## config.mk

```make
export PLATFORM = sky130hd
export DESIGN_NAME = px_pipeline_top
export DESIGN_NICKNAME = d
export VERILOG_FILES = /design/src/verilog/px_pkg.sv /design/src/verilog/cfg_regfile.sv /design/src/verilog/color_classifier.sv /design/src/verilog/px_delay_line.sv /design/src/verilog/px_render.sv /design/src/verilog/px_pipeline_top.sv
export VERILOG_INCLUDE_DIRS = /design/src /design/src/verilog
export SDC_FILE = /design/constraint.sdc
export NUM_CORES = 1
export LEC_CHECK = 0
export BUFFER_PORTS_ARGS = -buffer_cell sky130_fd_sc_hd__buf_2
export CORE_MARGIN = 3
export CORE_UTILIZATION = 60
export DETAILED_ROUTE_END_ITERATION = 10
export GPL_ROUTABILITY_DRIVEN = 0
export HOLD_SLACK_MARGIN = 0.1
export PLACE_DENSITY_LB_ADDON = 0.12
export SETUP_SLACK_MARGIN = 0.2
export SLEW_MARGIN = 15
export SYNTH_ARGS = -nofsm -noshare
export SYNTH_HDL_FRONTEND = slang
export SYNTH_SLANG_ARGS = --single-unit
```

## constraint.sdc

```tcl
create_clock -name post_clk -period 4.3 [get_ports post_clk]
set_input_delay 0.43 -clock post_clk [delete_from_list [all_inputs] [get_ports post_clk]]
set_output_delay 0.43 -clock post_clk [all_outputs]
set_load 0.005 [all_outputs]
```

## src/verilog/px_params.svh

```systemverilog
`ifndef PX_PARAMS_SVH
`define PX_PARAMS_SVH

// classifier depth, the delay lines match it
`define PX_CLASSIFY_LAT 4
`define PX_CFG_ADDR_W   5

// target a
`define CFG_A_R0    5'h00
`define CFG_A_G0    5'h01
`define CFG_A_B0    5'h02
`define CFG_A_ERR   5'h03
`define CFG_A_VMIN  5'h04
`define CFG_A_VMAX  5'h05

// target b
`define CFG_B_R0    5'h06
`define CFG_B_G0    5'h07
`define CFG_B_B0    5'h08
`define CFG_B_ERR   5'h09
`define CFG_B_VMIN  5'h0A
`define CFG_B_VMAX  5'h0B

`define CFG_PROC_EN 5'h0C   // bit 0
`define CFG_TAP_SEL 5'h10   // bits 2:0

`define PX_TAP_RAW      3'd0
`define PX_TAP_OVERLAY  3'd1
`define PX_TAP_MASK     3'd2

`define PX_MARK_A   16'hF800    // pure red
`define PX_MARK_B   16'h001F    // pure blue
`define PX_MASK_ON  16'hFFFF
`define PX_MASK_OFF 16'h0000

`endif

```

## src/verilog/px_pkg.sv

```systemverilog
`include "px_params.svh"

package px_pkg;

    // rgb565 as it arrives on the stream
    typedef struct packed {
        logic [4:0] r;
        logic [5:0] g;
        logic [4:0] b;
    } rgb565_t;

    typedef logic [5:0] chan6_t;  // one channel after expansion

    typedef struct packed {
        logic hit_a;
        logic hit_b;
    } match_t;

    typedef struct packed {
        logic vs;
        logic de;
    } sync_t;

    // codes 3..7 fall back to raw in the renderer
    typedef enum logic [2:0] {
        TAP_RAW     = `PX_TAP_RAW,
        TAP_OVERLAY = `PX_TAP_OVERLAY,
        TAP_MASK    = `PX_TAP_MASK
    } tap_sel_t;

endpackage

```

## src/verilog/cfg_regfile.sv

```systemverilog
`timescale 1ns/1ns
`include "px_params.svh"

module cfg_regfile (
    input  logic                       post_clk,
    input  logic                       sys_rst_n,
    input  logic                       i_cfg_we,
    input  logic [`PX_CFG_ADDR_W-1:0]  i_cfg_addr,
    input  logic [7:0]                 i_cfg_data,
    output px_pkg::chan6_t             o_a_r0,
    output px_pkg::chan6_t             o_a_g0,
    output px_pkg::chan6_t             o_a_b0,
    output logic [7:0]                 o_a_err,
    output logic [7:0]                 o_a_vmin,
    output logic [7:0]                 o_a_vmax,
    output px_pkg::chan6_t             o_b_r0,
    output px_pkg::chan6_t             o_b_g0,
    output px_pkg::chan6_t             o_b_b0,
    output logic [7:0]                 o_b_err,
    output logic [7:0]                 o_b_vmin,
    output logic [7:0]                 o_b_vmax,
    output logic                       o_proc_en,
    output px_pkg::tap_sel_t           o_tap_sel
);

    always_ff @(posedge post_clk or negedge sys_rst_n) begin
        if (!sys_rst_n) begin
            o_a_r0    <= '0;
            o_a_g0    <= '0;
            o_a_b0    <= '0;
            o_a_err   <= '0;
            o_a_vmin  <= '0;
            o_a_vmax  <= '0;
            o_b_r0    <= '0;
            o_b_g0    <= '0;
            o_b_b0    <= '0;
            o_b_err   <= '0;
            o_b_vmin  <= '0;
            o_b_vmax  <= '0;
            o_proc_en <= 1'b0;
            o_tap_sel <= px_pkg::TAP_RAW;
        end else if (i_cfg_we) begin
            case (i_cfg_addr)
                `CFG_A_R0:    o_a_r0    <= i_cfg_data[5:0];   // colour keeps low 6 bits
                `CFG_A_G0:    o_a_g0    <= i_cfg_data[5:0];
                `CFG_A_B0:    o_a_b0    <= i_cfg_data[5:0];
                `CFG_A_ERR:   o_a_err   <= i_cfg_data;
                `CFG_A_VMIN:  o_a_vmin  <= i_cfg_data;
                `CFG_A_VMAX:  o_a_vmax  <= i_cfg_data;
                `CFG_B_R0:    o_b_r0    <= i_cfg_data[5:0];
                `CFG_B_G0:    o_b_g0    <= i_cfg_data[5:0];
                `CFG_B_B0:    o_b_b0    <= i_cfg_data[5:0];
                `CFG_B_ERR:   o_b_err   <= i_cfg_data;
                `CFG_B_VMIN:  o_b_vmin  <= i_cfg_data;
                `CFG_B_VMAX:  o_b_vmax  <= i_cfg_data;
                `CFG_PROC_EN: o_proc_en <= i_cfg_data[0];
                // any 3-bit code is stored, renderer decides what it means
                `CFG_TAP_SEL: o_tap_sel <= px_pkg::tap_sel_t'(i_cfg_data[2:0]);
                default: begin
                    // unmapped address, dropped
                end
            endcase
        end
    end

endmodule

```

## src/verilog/color_classifier.sv

```systemverilog
`timescale 1ns/1ns

module color_classifier (
    input  logic             post_clk,
    input  logic             sys_rst_n,
    input  px_pkg::rgb565_t  i_pixel,
    input  px_pkg::chan6_t   i_a_r0,
    input  px_pkg::chan6_t   i_a_g0,
    input  px_pkg::chan6_t   i_a_b0,
    input  logic [7:0]       i_a_err,
    input  logic [7:0]       i_a_vmin,
    input  logic [7:0]       i_a_vmax,
    input  px_pkg::chan6_t   i_b_r0,
    input  px_pkg::chan6_t   i_b_g0,
    input  px_pkg::chan6_t   i_b_b0,
    input  logic [7:0]       i_b_err,
    input  logic [7:0]       i_b_vmin,
    input  logic [7:0]       i_b_vmax,
    output px_pkg::match_t   o_match
);

    function automatic px_pkg::chan6_t abs_diff(input px_pkg::chan6_t x,
                                                input px_pkg::chan6_t y);
        return (x > y) ? x - y : y - x;
    endfunction

    function automatic px_pkg::chan6_t max3(input px_pkg::chan6_t x,
                                            input px_pkg::chan6_t y,
                                            input px_pkg::chan6_t z);
        px_pkg::chan6_t m;
        m = (x > y) ? x : y;
        return (m > z) ? m : z;
    endfunction

    // stage 1
    px_pkg::chan6_t s1_r, s1_g, s1_b;
    // stage 2
    px_pkg::chan6_t s2_r, s2_g, s2_b;
    px_pkg::chan6_t d_ar, d_ag, d_ab;
    px_pkg::chan6_t d_br, d_bg, d_bb;
    // stage 3
    logic           s3_ok_a, s3_ok_b;
    px_pkg::chan6_t s3_v;

    logic [7:0] v_ext;

    assign v_ext = {2'b00, s3_v};

    always_ff @(posedge post_clk or negedge sys_rst_n) begin
        if (!sys_rst_n) begin
            s1_r    <= '0;
            s1_g    <= '0;
            s1_b    <= '0;
            s2_r    <= '0;
            s2_g    <= '0;
            s2_b    <= '0;
            d_ar    <= '0;
            d_ag    <= '0;
            d_ab    <= '0;
            d_br    <= '0;
            d_bg    <= '0;
            d_bb    <= '0;
            s3_ok_a <= 1'b0;
            s3_ok_b <= 1'b0;
            s3_v    <= '0;
            o_match <= '0;
        end else begin
            // expand 5-bit channels with a zero lsb
            s1_r <= {i_pixel.r, 1'b0};
            s1_g <= i_pixel.g;
            s1_b <= {i_pixel.b, 1'b0};

            s2_r <= s1_r;
            s2_g <= s1_g;
            s2_b <= s1_b;
            d_ar <= abs_diff(s1_r, i_a_r0);
            d_ag <= abs_diff(s1_g, i_a_g0);
            d_ab <= abs_diff(s1_b, i_a_b0);
            d_br <= abs_diff(s1_r, i_b_r0);
            d_bg <= abs_diff(s1_g, i_b_g0);
            d_bb <= abs_diff(s1_b, i_b_b0);

            s3_ok_a <= ({2'b00, d_ar} <= i_a_err) && ({2'b00, d_ag} <= i_a_err) &&
                       ({2'b00, d_ab} <= i_a_err);
            s3_ok_b <= ({2'b00, d_br} <= i_b_err) && ({2'b00, d_bg} <= i_b_err) &&
                       ({2'b00, d_bb} <= i_b_err);
            s3_v    <= max3(s2_r, s2_g, s2_b);   // brightness

            o_match.hit_a <= s3_ok_a && (v_ext >= i_a_vmin) && (v_ext <= i_a_vmax);
            o_match.hit_b <= s3_ok_b && (v_ext >= i_b_vmin) && (v_ext <= i_b_vmax);
        end
    end

endmodule

```

## src/verilog/px_delay_line.sv

```systemverilog
`timescale 1ns/1ns
`include "px_params.svh"

module px_delay_line #(
    parameter type T = px_pkg::rgb565_t
) (
    input  logic post_clk,
    input  logic sys_rst_n,
    input  T     i_data,
    output T     o_data
);

    T pipe [`PX_CLASSIFY_LAT];

    always_ff @(posedge post_clk or negedge sys_rst_n) begin
        if (!sys_rst_n) begin
            for (int i = 0; i < `PX_CLASSIFY_LAT; i++) begin
                pipe[i] <= '0;
            end
        end else begin
            pipe[0] <= i_data;
            for (int i = 1; i < `PX_CLASSIFY_LAT; i++) begin
                pipe[i] <= pipe[i-1];
            end
        end
    end

    // same depth as the classifier
    assign o_data = pipe[`PX_CLASSIFY_LAT-1];

endmodule

```

## src/verilog/px_render.sv

```systemverilog
`timescale 1ns/1ns
`include "px_params.svh"

module px_render (
    input  logic              post_clk,
    input  logic              sys_rst_n,
    input  px_pkg::match_t    i_match,
    input  px_pkg::rgb565_t   i_pixel,
    input  px_pkg::sync_t     i_sync,
    input  logic              i_proc_en,
    input  px_pkg::tap_sel_t  i_tap_sel,
    output logic              o_vs,
    output logic              o_de,
    output px_pkg::rgb565_t   o_data
);

    px_pkg::rgb565_t overlay;
    px_pkg::rgb565_t mask;
    px_pkg::rgb565_t view;

    always_comb begin
        overlay = i_pixel;
        if (i_proc_en) begin
            if (i_match.hit_a) begin
                overlay = px_pkg::rgb565_t'(`PX_MARK_A);   // a wins over b
            end else if (i_match.hit_b) begin
                overlay = px_pkg::rgb565_t'(`PX_MARK_B);
            end
        end
    end

    // mask does not look at proc_en
    assign mask = (i_match.hit_a || i_match.hit_b) ? px_pkg::rgb565_t'(`PX_MASK_ON)
                                                   : px_pkg::rgb565_t'(`PX_MASK_OFF);

    always_comb begin
        case (i_tap_sel)
            px_pkg::TAP_OVERLAY: view = overlay;
            px_pkg::TAP_MASK:    view = mask;
            default:             view = i_pixel;   // raw, also unused codes
        endcase
    end

    always_ff @(posedge post_clk or negedge sys_rst_n) begin
        if (!sys_rst_n) begin
            o_vs   <= 1'b0;
            o_de   <= 1'b0;
            o_data <= '0;
        end else begin
            o_vs   <= i_sync.vs;
            o_de   <= i_sync.de;
            o_data <= view;
        end
    end

endmodule

```

## src/verilog/px_pipeline_top.sv

```systemverilog
`timescale 1ns/1ns
`include "px_params.svh"

module px_pipeline_top (
    input  logic                       post_clk,
    input  logic                       sys_rst_n,
    input  logic                       i_cfg_we,
    input  logic [`PX_CFG_ADDR_W-1:0]  i_cfg_addr,
    input  logic [7:0]                 i_cfg_data,
    input  logic                       i_vs,
    input  logic                       i_de,
    input  px_pkg::rgb565_t            i_data,
    output logic                       o_vs,
    output logic                       o_de,
    output px_pkg::rgb565_t            o_data
);

    px_pkg::chan6_t   a_r0, a_g0, a_b0;
    px_pkg::chan6_t   b_r0, b_g0, b_b0;
    logic [7:0]       a_err, a_vmin, a_vmax;
    logic [7:0]       b_err, b_vmin, b_vmax;
    logic             proc_en;
    px_pkg::tap_sel_t tap_sel;

    px_pkg::match_t   match;
    px_pkg::sync_t    sync_in;
    px_pkg::sync_t    sync_dly;
    px_pkg::rgb565_t  pixel_dly;

    assign sync_in.vs = i_vs;
    assign sync_in.de = i_de;

    cfg_regfile u_cfg_regfile (
        .post_clk   (post_clk),
        .sys_rst_n  (sys_rst_n),
        .i_cfg_we   (i_cfg_we),
        .i_cfg_addr (i_cfg_addr),
        .i_cfg_data (i_cfg_data),
        .o_a_r0     (a_r0),
        .o_a_g0     (a_g0),
        .o_a_b0     (a_b0),
        .o_a_err    (a_err),
        .o_a_vmin   (a_vmin),
        .o_a_vmax   (a_vmax),
        .o_b_r0     (b_r0),
        .o_b_g0     (b_g0),
        .o_b_b0     (b_b0),
        .o_b_err    (b_err),
        .o_b_vmin   (b_vmin),
        .o_b_vmax   (b_vmax),
        .o_proc_en  (proc_en),
        .o_tap_sel  (tap_sel)
    );

    // 4 cycles to match
    color_classifier u_color_classifier (
        .post_clk  (post_clk),
        .sys_rst_n (sys_rst_n),
        .i_pixel   (i_data),
        .i_a_r0    (a_r0),
        .i_a_g0    (a_g0),
        .i_a_b0    (a_b0),
        .i_a_err   (a_err),
        .i_a_vmin  (a_vmin),
        .i_a_vmax  (a_vmax),
        .i_b_r0    (b_r0),
        .i_b_g0    (b_g0),
        .i_b_b0    (b_b0),
        .i_b_err   (b_err),
        .i_b_vmin  (b_vmin),
        .i_b_vmax  (b_vmax),
        .o_match   (match)
    );

    px_delay_line #(.T(px_pkg::rgb565_t)) u_pixel_dly (
        .post_clk  (post_clk),
        .sys_rst_n (sys_rst_n),
        .i_data    (i_data),
        .o_data    (pixel_dly)
    );

    px_delay_line #(.T(px_pkg::sync_t)) u_sync_dly (
        .post_clk  (post_clk),
        .sys_rst_n (sys_rst_n),
        .i_data    (sync_in),
        .o_data    (sync_dly)
    );

    // +1 registered output
    px_render u_px_render (
        .post_clk  (post_clk),
        .sys_rst_n (sys_rst_n),
        .i_match   (match),
        .i_pixel   (pixel_dly),
        .i_sync    (sync_dly),
        .i_proc_en (proc_en),
        .i_tap_sel (tap_sel),
        .o_vs      (o_vs),
        .o_de      (o_de),
        .o_data    (o_data)
    );

endmodule

```

After elaboration in Yosys (flattened, before gate mapping)
Index checks and enable logic that the tools add are counted.

Eq/ne operators: 15. Mux-type cells: 13. Bitwise logic cells: 0. Shifts and indexed selects: 0. Multipliers: 0. Reduce and logical (&&, ||, !) cells: 24. Div/mod/pow operators: 0. Add/subtract/negate cells: 12. $lt $le $gt $ge: 18.

Operators with widths (number): $sub A6 B6 Y6 (12); $le A6 B8 Y1 (8); $mux W16 (4); $gt A6 B6 Y1 (8); $mux W6 (8); $pmux W16 S2 (1); $reduce_and A2 Y1 (14); $eq A5 B4 Y1 const B (5); $eq A5 B3 Y1 const B (4); $ge A6 B8 Y1 (2); $eq A5 B2 Y1 const B (2); $logic_and A1 B1 Y1 (8); $eq A5 B1 Y1 const B (1); $eq A5 B5 Y1 const B (1); $logic_not A5 Y1 (1); $eq A3 B1 Y1 const B (1); $eq A3 B2 Y1 const B (1); $logic_or A1 B1 Y1 (1).

Output and inout port bits: 18. ROM bits: 0. Memories kept: 0. Logic and storage cells: 132. RAM bits: 0. Register bits after elaboration: 224. Input port bits: 34. Bits in latches: 0.

Depth between registers and ports, before layout
Word-level depth: 4. Gate-level depth with buffers: 12. Depth with buffers taken out: 12.

Cells and area by module
From an unflattened synthesis, not the netlist that was laid out.

Cells, all modules: 961. Area, all modules: 12356.9 sq um.

Modules (own cells, without submodules): color_classifier (instances 1, cells each 610, area an instance 6242.2 sq um, sequential area each 1951.9 sq um); cfg_regfile (instances 1, cells each 207, area an instance 3460.8 sq um, sequential area each 2202.1 sq um); px_delay_line (u_pixel_dly) (instances 1, cells each 80, area an instance 1721.7 sq um, sequential area each 1601.5 sq um); px_render (instances 1, cells each 54, area an instance 716.9 sq um, sequential area each 450.4 sq um); px_delay_line (u_sync_dly) (instances 1, cells each 10, area an instance 215.2 sq um, sequential area each 200.2 sq um).

Worst setup path before layout
Ideal clock, no wire load.

Path kind: register -> register. From: register, netlist name u_pixel_dly.pipe[41]. To: register u_color_classifier.s3_v[2]. Data required time: 4.175 ns. Slack: 1.290 ns. Period minus slack after synthesis: 3.010 ns. Arrival: 2.885 ns. Cell stages (with the launch flop): 13. Buffers on the path: 0. Setup time: 0.125 ns. Cell sequence: dfrtp_1 -> inv_1 -> ha_1 -> and3_2 -> a221oi_2 -> a21oi_2 -> mux2_2 -> ha_1 -> nor2b_1 -> o21a_1 -> o21ai_0 -> a21oi_4 -> mux2_4.

RTL lines: end signal: assignment (line color_classifier.sv:87) `s3_v <= max3(s2_r, s2_g, s2_b);`; end: declaration (line color_classifier.sv:43) `px_pkg::chan6_t s3_v;`.

==> results.yml <==
sta:
  fin_crit_sh_pct: 74.53
  worst_pin_slew_ns: 0.9711
  hold_viol_final: 0
  fin_crit_ns: 3.205
  fin_ws_ns: 1.095
  clock.fmax_mhz: 312.0
  fin_skew_ns: 0.009053
  final.setup.tns_ns: 0
  rsz0062_at_grt: "false"
  relSlewSlack_pct: 35.26
  report.final.slew_viol_count: 0
  setup_viol_count_final: 0
grt:
  antenna_found_initial: 0
  grt_pass1_wl_mm: 36.57
  grt.total_usage_pct: 22.90
  grt_max_degree: 137
  overflow: 0
  first_global_vias: 7064
synthesis:
  syn_avg_cell_area_um2: 11.92
  synth.distinct_cells: 44
  async_flop_share_pct: 100.0
  ys.flop_type: "dfrtp_1"
  synthMuxAreaShare_pct: 10.77
  ys_seq_area_share_pct: 50.04
  syn_area_um2: 11200
  synth_top_area_cell: "dfrtp_1"
  yosysMostFrequentCell: "dfrtp_1"
  synth_seq_cells: 224
  synth_top_area_share_pct: 50.04
  synth_top_family_by_area: "adder cells"
  yosys-top-cells-count: "dfrtp_1 (224), ha_1 (128), inv_1 (104), mux2_2 (76), nand2_1 (57)"
  synth_xor_area_share_pct: 1.877
  synthSimpleGateAreaFrac_pct: 7.663
  synth_edf_count: 0
  synth_warnings: 0
  synthTopCellsByArea: "dfrtp_1 (50%), ha_1 (14%), mux2_2 (7.6%), inv_1 (3.5%), mux2i_1 (2.6%)"
  synth_fa_ha_area_share_pct: 16.44
  synth_nets: 1114
  synthCells: 940
  synth-compound-area-share_pct: 9.238
worst_setup_path:
  worstPathCellList: "inv_1 -> ha_1 -> and3_2 -> a221oi_2 -> a21oi_2 -> mux2_2 -> ha_1 -> nor2b_1 -> o21a_1 -> o21ai_0 -> a21oi_4 -> mux2_4"
  crit_top_cell: "ha_1"
  arrival_ns: 3.59
  slowest_delay_ns: 0.36
  cp-start-kind: "register"
  crit_buf_inv: 1
  cp_top_family: "compound AO/OA/AOI/OAI gates"
  slowest_stage: "dfrtp_1"
  crit_path_end_kind: "register"
  crit_type: "register to register"
  cp_max_fo: 5
  required_ns: 4.69
  reg2reg_slack_ns: 1.10
drt:
  antenna_left: 0
  vias_per_cell: 5.437
  finalWirelength_mm: 22.17
  firstDrtPassIters: 4
  vias: 6911
  post_drt_wl_per_cell_um: 17.44
  drc: 0
  drtIter0Drc: 314
cts:
  clkTransAtPathRegs_ns: 0.06
  cts_buffers: 25
  clk_latency_ns: 0.51
  cts_buffer_depth: 3
  clkSinkCount: 224
  cts-htree-levels: 1
  cts_tree: "built"
  root_buffer: "clkbuf_16"
place:
  dp_hpwl_mm: 15.90
  place_ws_ns: 1.111
  io_buffers: 51
  place_area_um2: 11730
floorplanning:
  die_y_um: 142.6
  fp.dieW_um: 142.6
  row_count: 49
  coreArea_um2: 18150
  start_util_pct: 61.72
  ios: 52
  die_area_um2: 20340
cells_and_area:
  finalInstanceArea_um2: 12840
  drive_gt1_share_pct: 17.56
  diodes: 0
  num-nets-final: 1200
  syn_to_final_growth_pct: 14.63
  final.fill_count: 1307
status:
  status: "finished clean"
job:
  max_cap_violations: 0
power:
  peakVddDrop_v: 0.0005117
  powerDensity_nw_per_um2: 548.3
  leakagePower_nw: 6.254
worst_hold_path:
  hp-class: "input port to register"
==> flip-flops by register name, summed over array words and instances, names as in the netlist, 8 cells and up <==
| signal | flops |
|---|---|
| u_cfg_regfile.o_b_err | 8 |
| u_cfg_regfile.o_b_vmax | 8 |
| u_pixel_dly.o_data | 16 |
| u_cfg_regfile.o_a_err | 8 |
| u_cfg_regfile.o_b_vmin | 8 |
| u_pixel_dly.pipe | 38 |
| u_px_render.o_data | 16 |
| u_cfg_regfile.o_a_vmax | 8 |
| u_cfg_regfile.o_a_vmin | 8 |
==> cell type report <==
cell class                      instances  area, µm²  share of cell area (%)
Tap cell                              229      286.5                   2.232
Timing Repair Buffer                   72      483.0                   3.761
Multi-Input combinational cell        599       5151                   40.12
Inverter                              104      390.4                   3.040
Clock buffer                           33      695.7                   5.418
Clock inverter                         10      227.7                   1.774
Sequential cell                       224       5605                   43.66
==> what timing repair did <==
item,in CTS,in global routing
buffers inserted,0,0
hold buffers,19,0
gates resized for setup,0,0
endpoints found under the hold margin,31,0
==> stage by stage <==
step / instances / hold slack [ns] / utilization [%] / total power [mW]
6_report: 1271 / 0.2567 / 70.75 / 7.040
5_1_grt: 1271 / 0.2569 / 70.75 / 7.525
4_1_cts: 1271 / 0.2517 / 70.75 / 7.107
3_5_place_dp: 1209 / 0.3347 / 64.62 / 4.699
3_3_place_gp: 1209 / 0.3311 / 64.62 / 4.643
2_1_floorplan: 940 / 0.1344 / - / 4.164
==> cell families (layout without fill, tap and decap cells) <==
kind of cell               after synthesis  count (layout)
adders and majority gates              140             140
and+or+nand+nor                        167             167
xor gates and xnor gates                24              24
buffers and inverters                  117             219
muxes                                  109             109
AOI/OAI and AO/OA                      159             159
DFF                                    224             224
==> where the power goes <==
part           leakage [nW]  switching, mW  internal [mW]
logic                  3.10           1.01          0.920
registers              2.70          0.229           2.52
clock network         0.448          0.812           1.55
total                  6.25           2.05           4.99
==> worst register-to-register path: cells and delay by family, from the launching register on <==
kind	cells	cell delay, ns
AOI/OAI and AO/OA	5	1.10
buffers and inverters	1	0.05
DFF	1	0.36
muxes	2	0.63
adders and majority gates	2	0.58
and+or+nand+nor	2	0.36
==> cells in the final DEF, fill, tap and decap left out, drive strengths merged, types with 6 or more instances in the layout <==
cell type | Yosys | routed
o31ai | 6 | 6
nor2b | 26 | 26
nor3 | 6 | 6
fa | 12 | 12
o211ai | 6 | 6
nand2 | 57 | 57
nand3b | 8 | 8
dfrtp | 224 | 224
o21ai | 45 | 45
xor2 | 10 | 10
o21a | 18 | 18
dlygate4sd3 | 0 | 19
ha | 128 | 128
bufinv | 0 | 7
inv | 104 | 104
mux2i | 29 | 29
clkbuf | 9 | 33
o22ai | 6 | 6
nand4 | 11 | 11
buf | 4 | 53
nand2b | 18 | 18
nor2 | 20 | 20
mux2 | 80 | 80
a21o | 17 | 17
a21oi | 38 | 38
xnor2 | 14 | 14
==> metal layers <==
layer / routed length (µm) / GRT usage (%) / vias up
met3: 939 / 3.516 / 43
met5: 0 / 0 / -
met4: 524 / 5.853 / 0
met1: 10160 / 31.66 / 3318
met2: 10550 / 38.35 / 130
li1: - / - / 3420
==> final timing paths <==
| check | start | end | cells after the start |
|---|---|---|---|
| min in group asynchronous | sys_rst_n | u_cfg_regfile.o_b_vmax[0]$_DFFE_PN0P_ | 2 |
| max in group asynchronous | sys_rst_n | u_cfg_regfile.o_a_b0[2]$_DFFE_PN0P_ | 3 |
| worst max register to register | u_pixel_dly.pipe[41]$_DFF_PN0_ | u_color_classifier.s3_v[2]$_DFF_PN0_ | 12 |
| worst min register to register | u_pixel_dly.pipe[18]$_DFF_PN0_ | u_pixel_dly.o_data[2]$_DFF_PN0_ | 0 |
| worst max-delay path | u_pixel_dly.pipe[41]$_DFF_PN0_ | u_color_classifier.s3_v[2]$_DFF_PN0_ | 12 |
| worst min-delay path | i_cfg_data[7] | u_cfg_regfile.o_a_vmax[7]$_DFFE_PN0P_ | 2 |
Power figures use the tool's default switching activity.
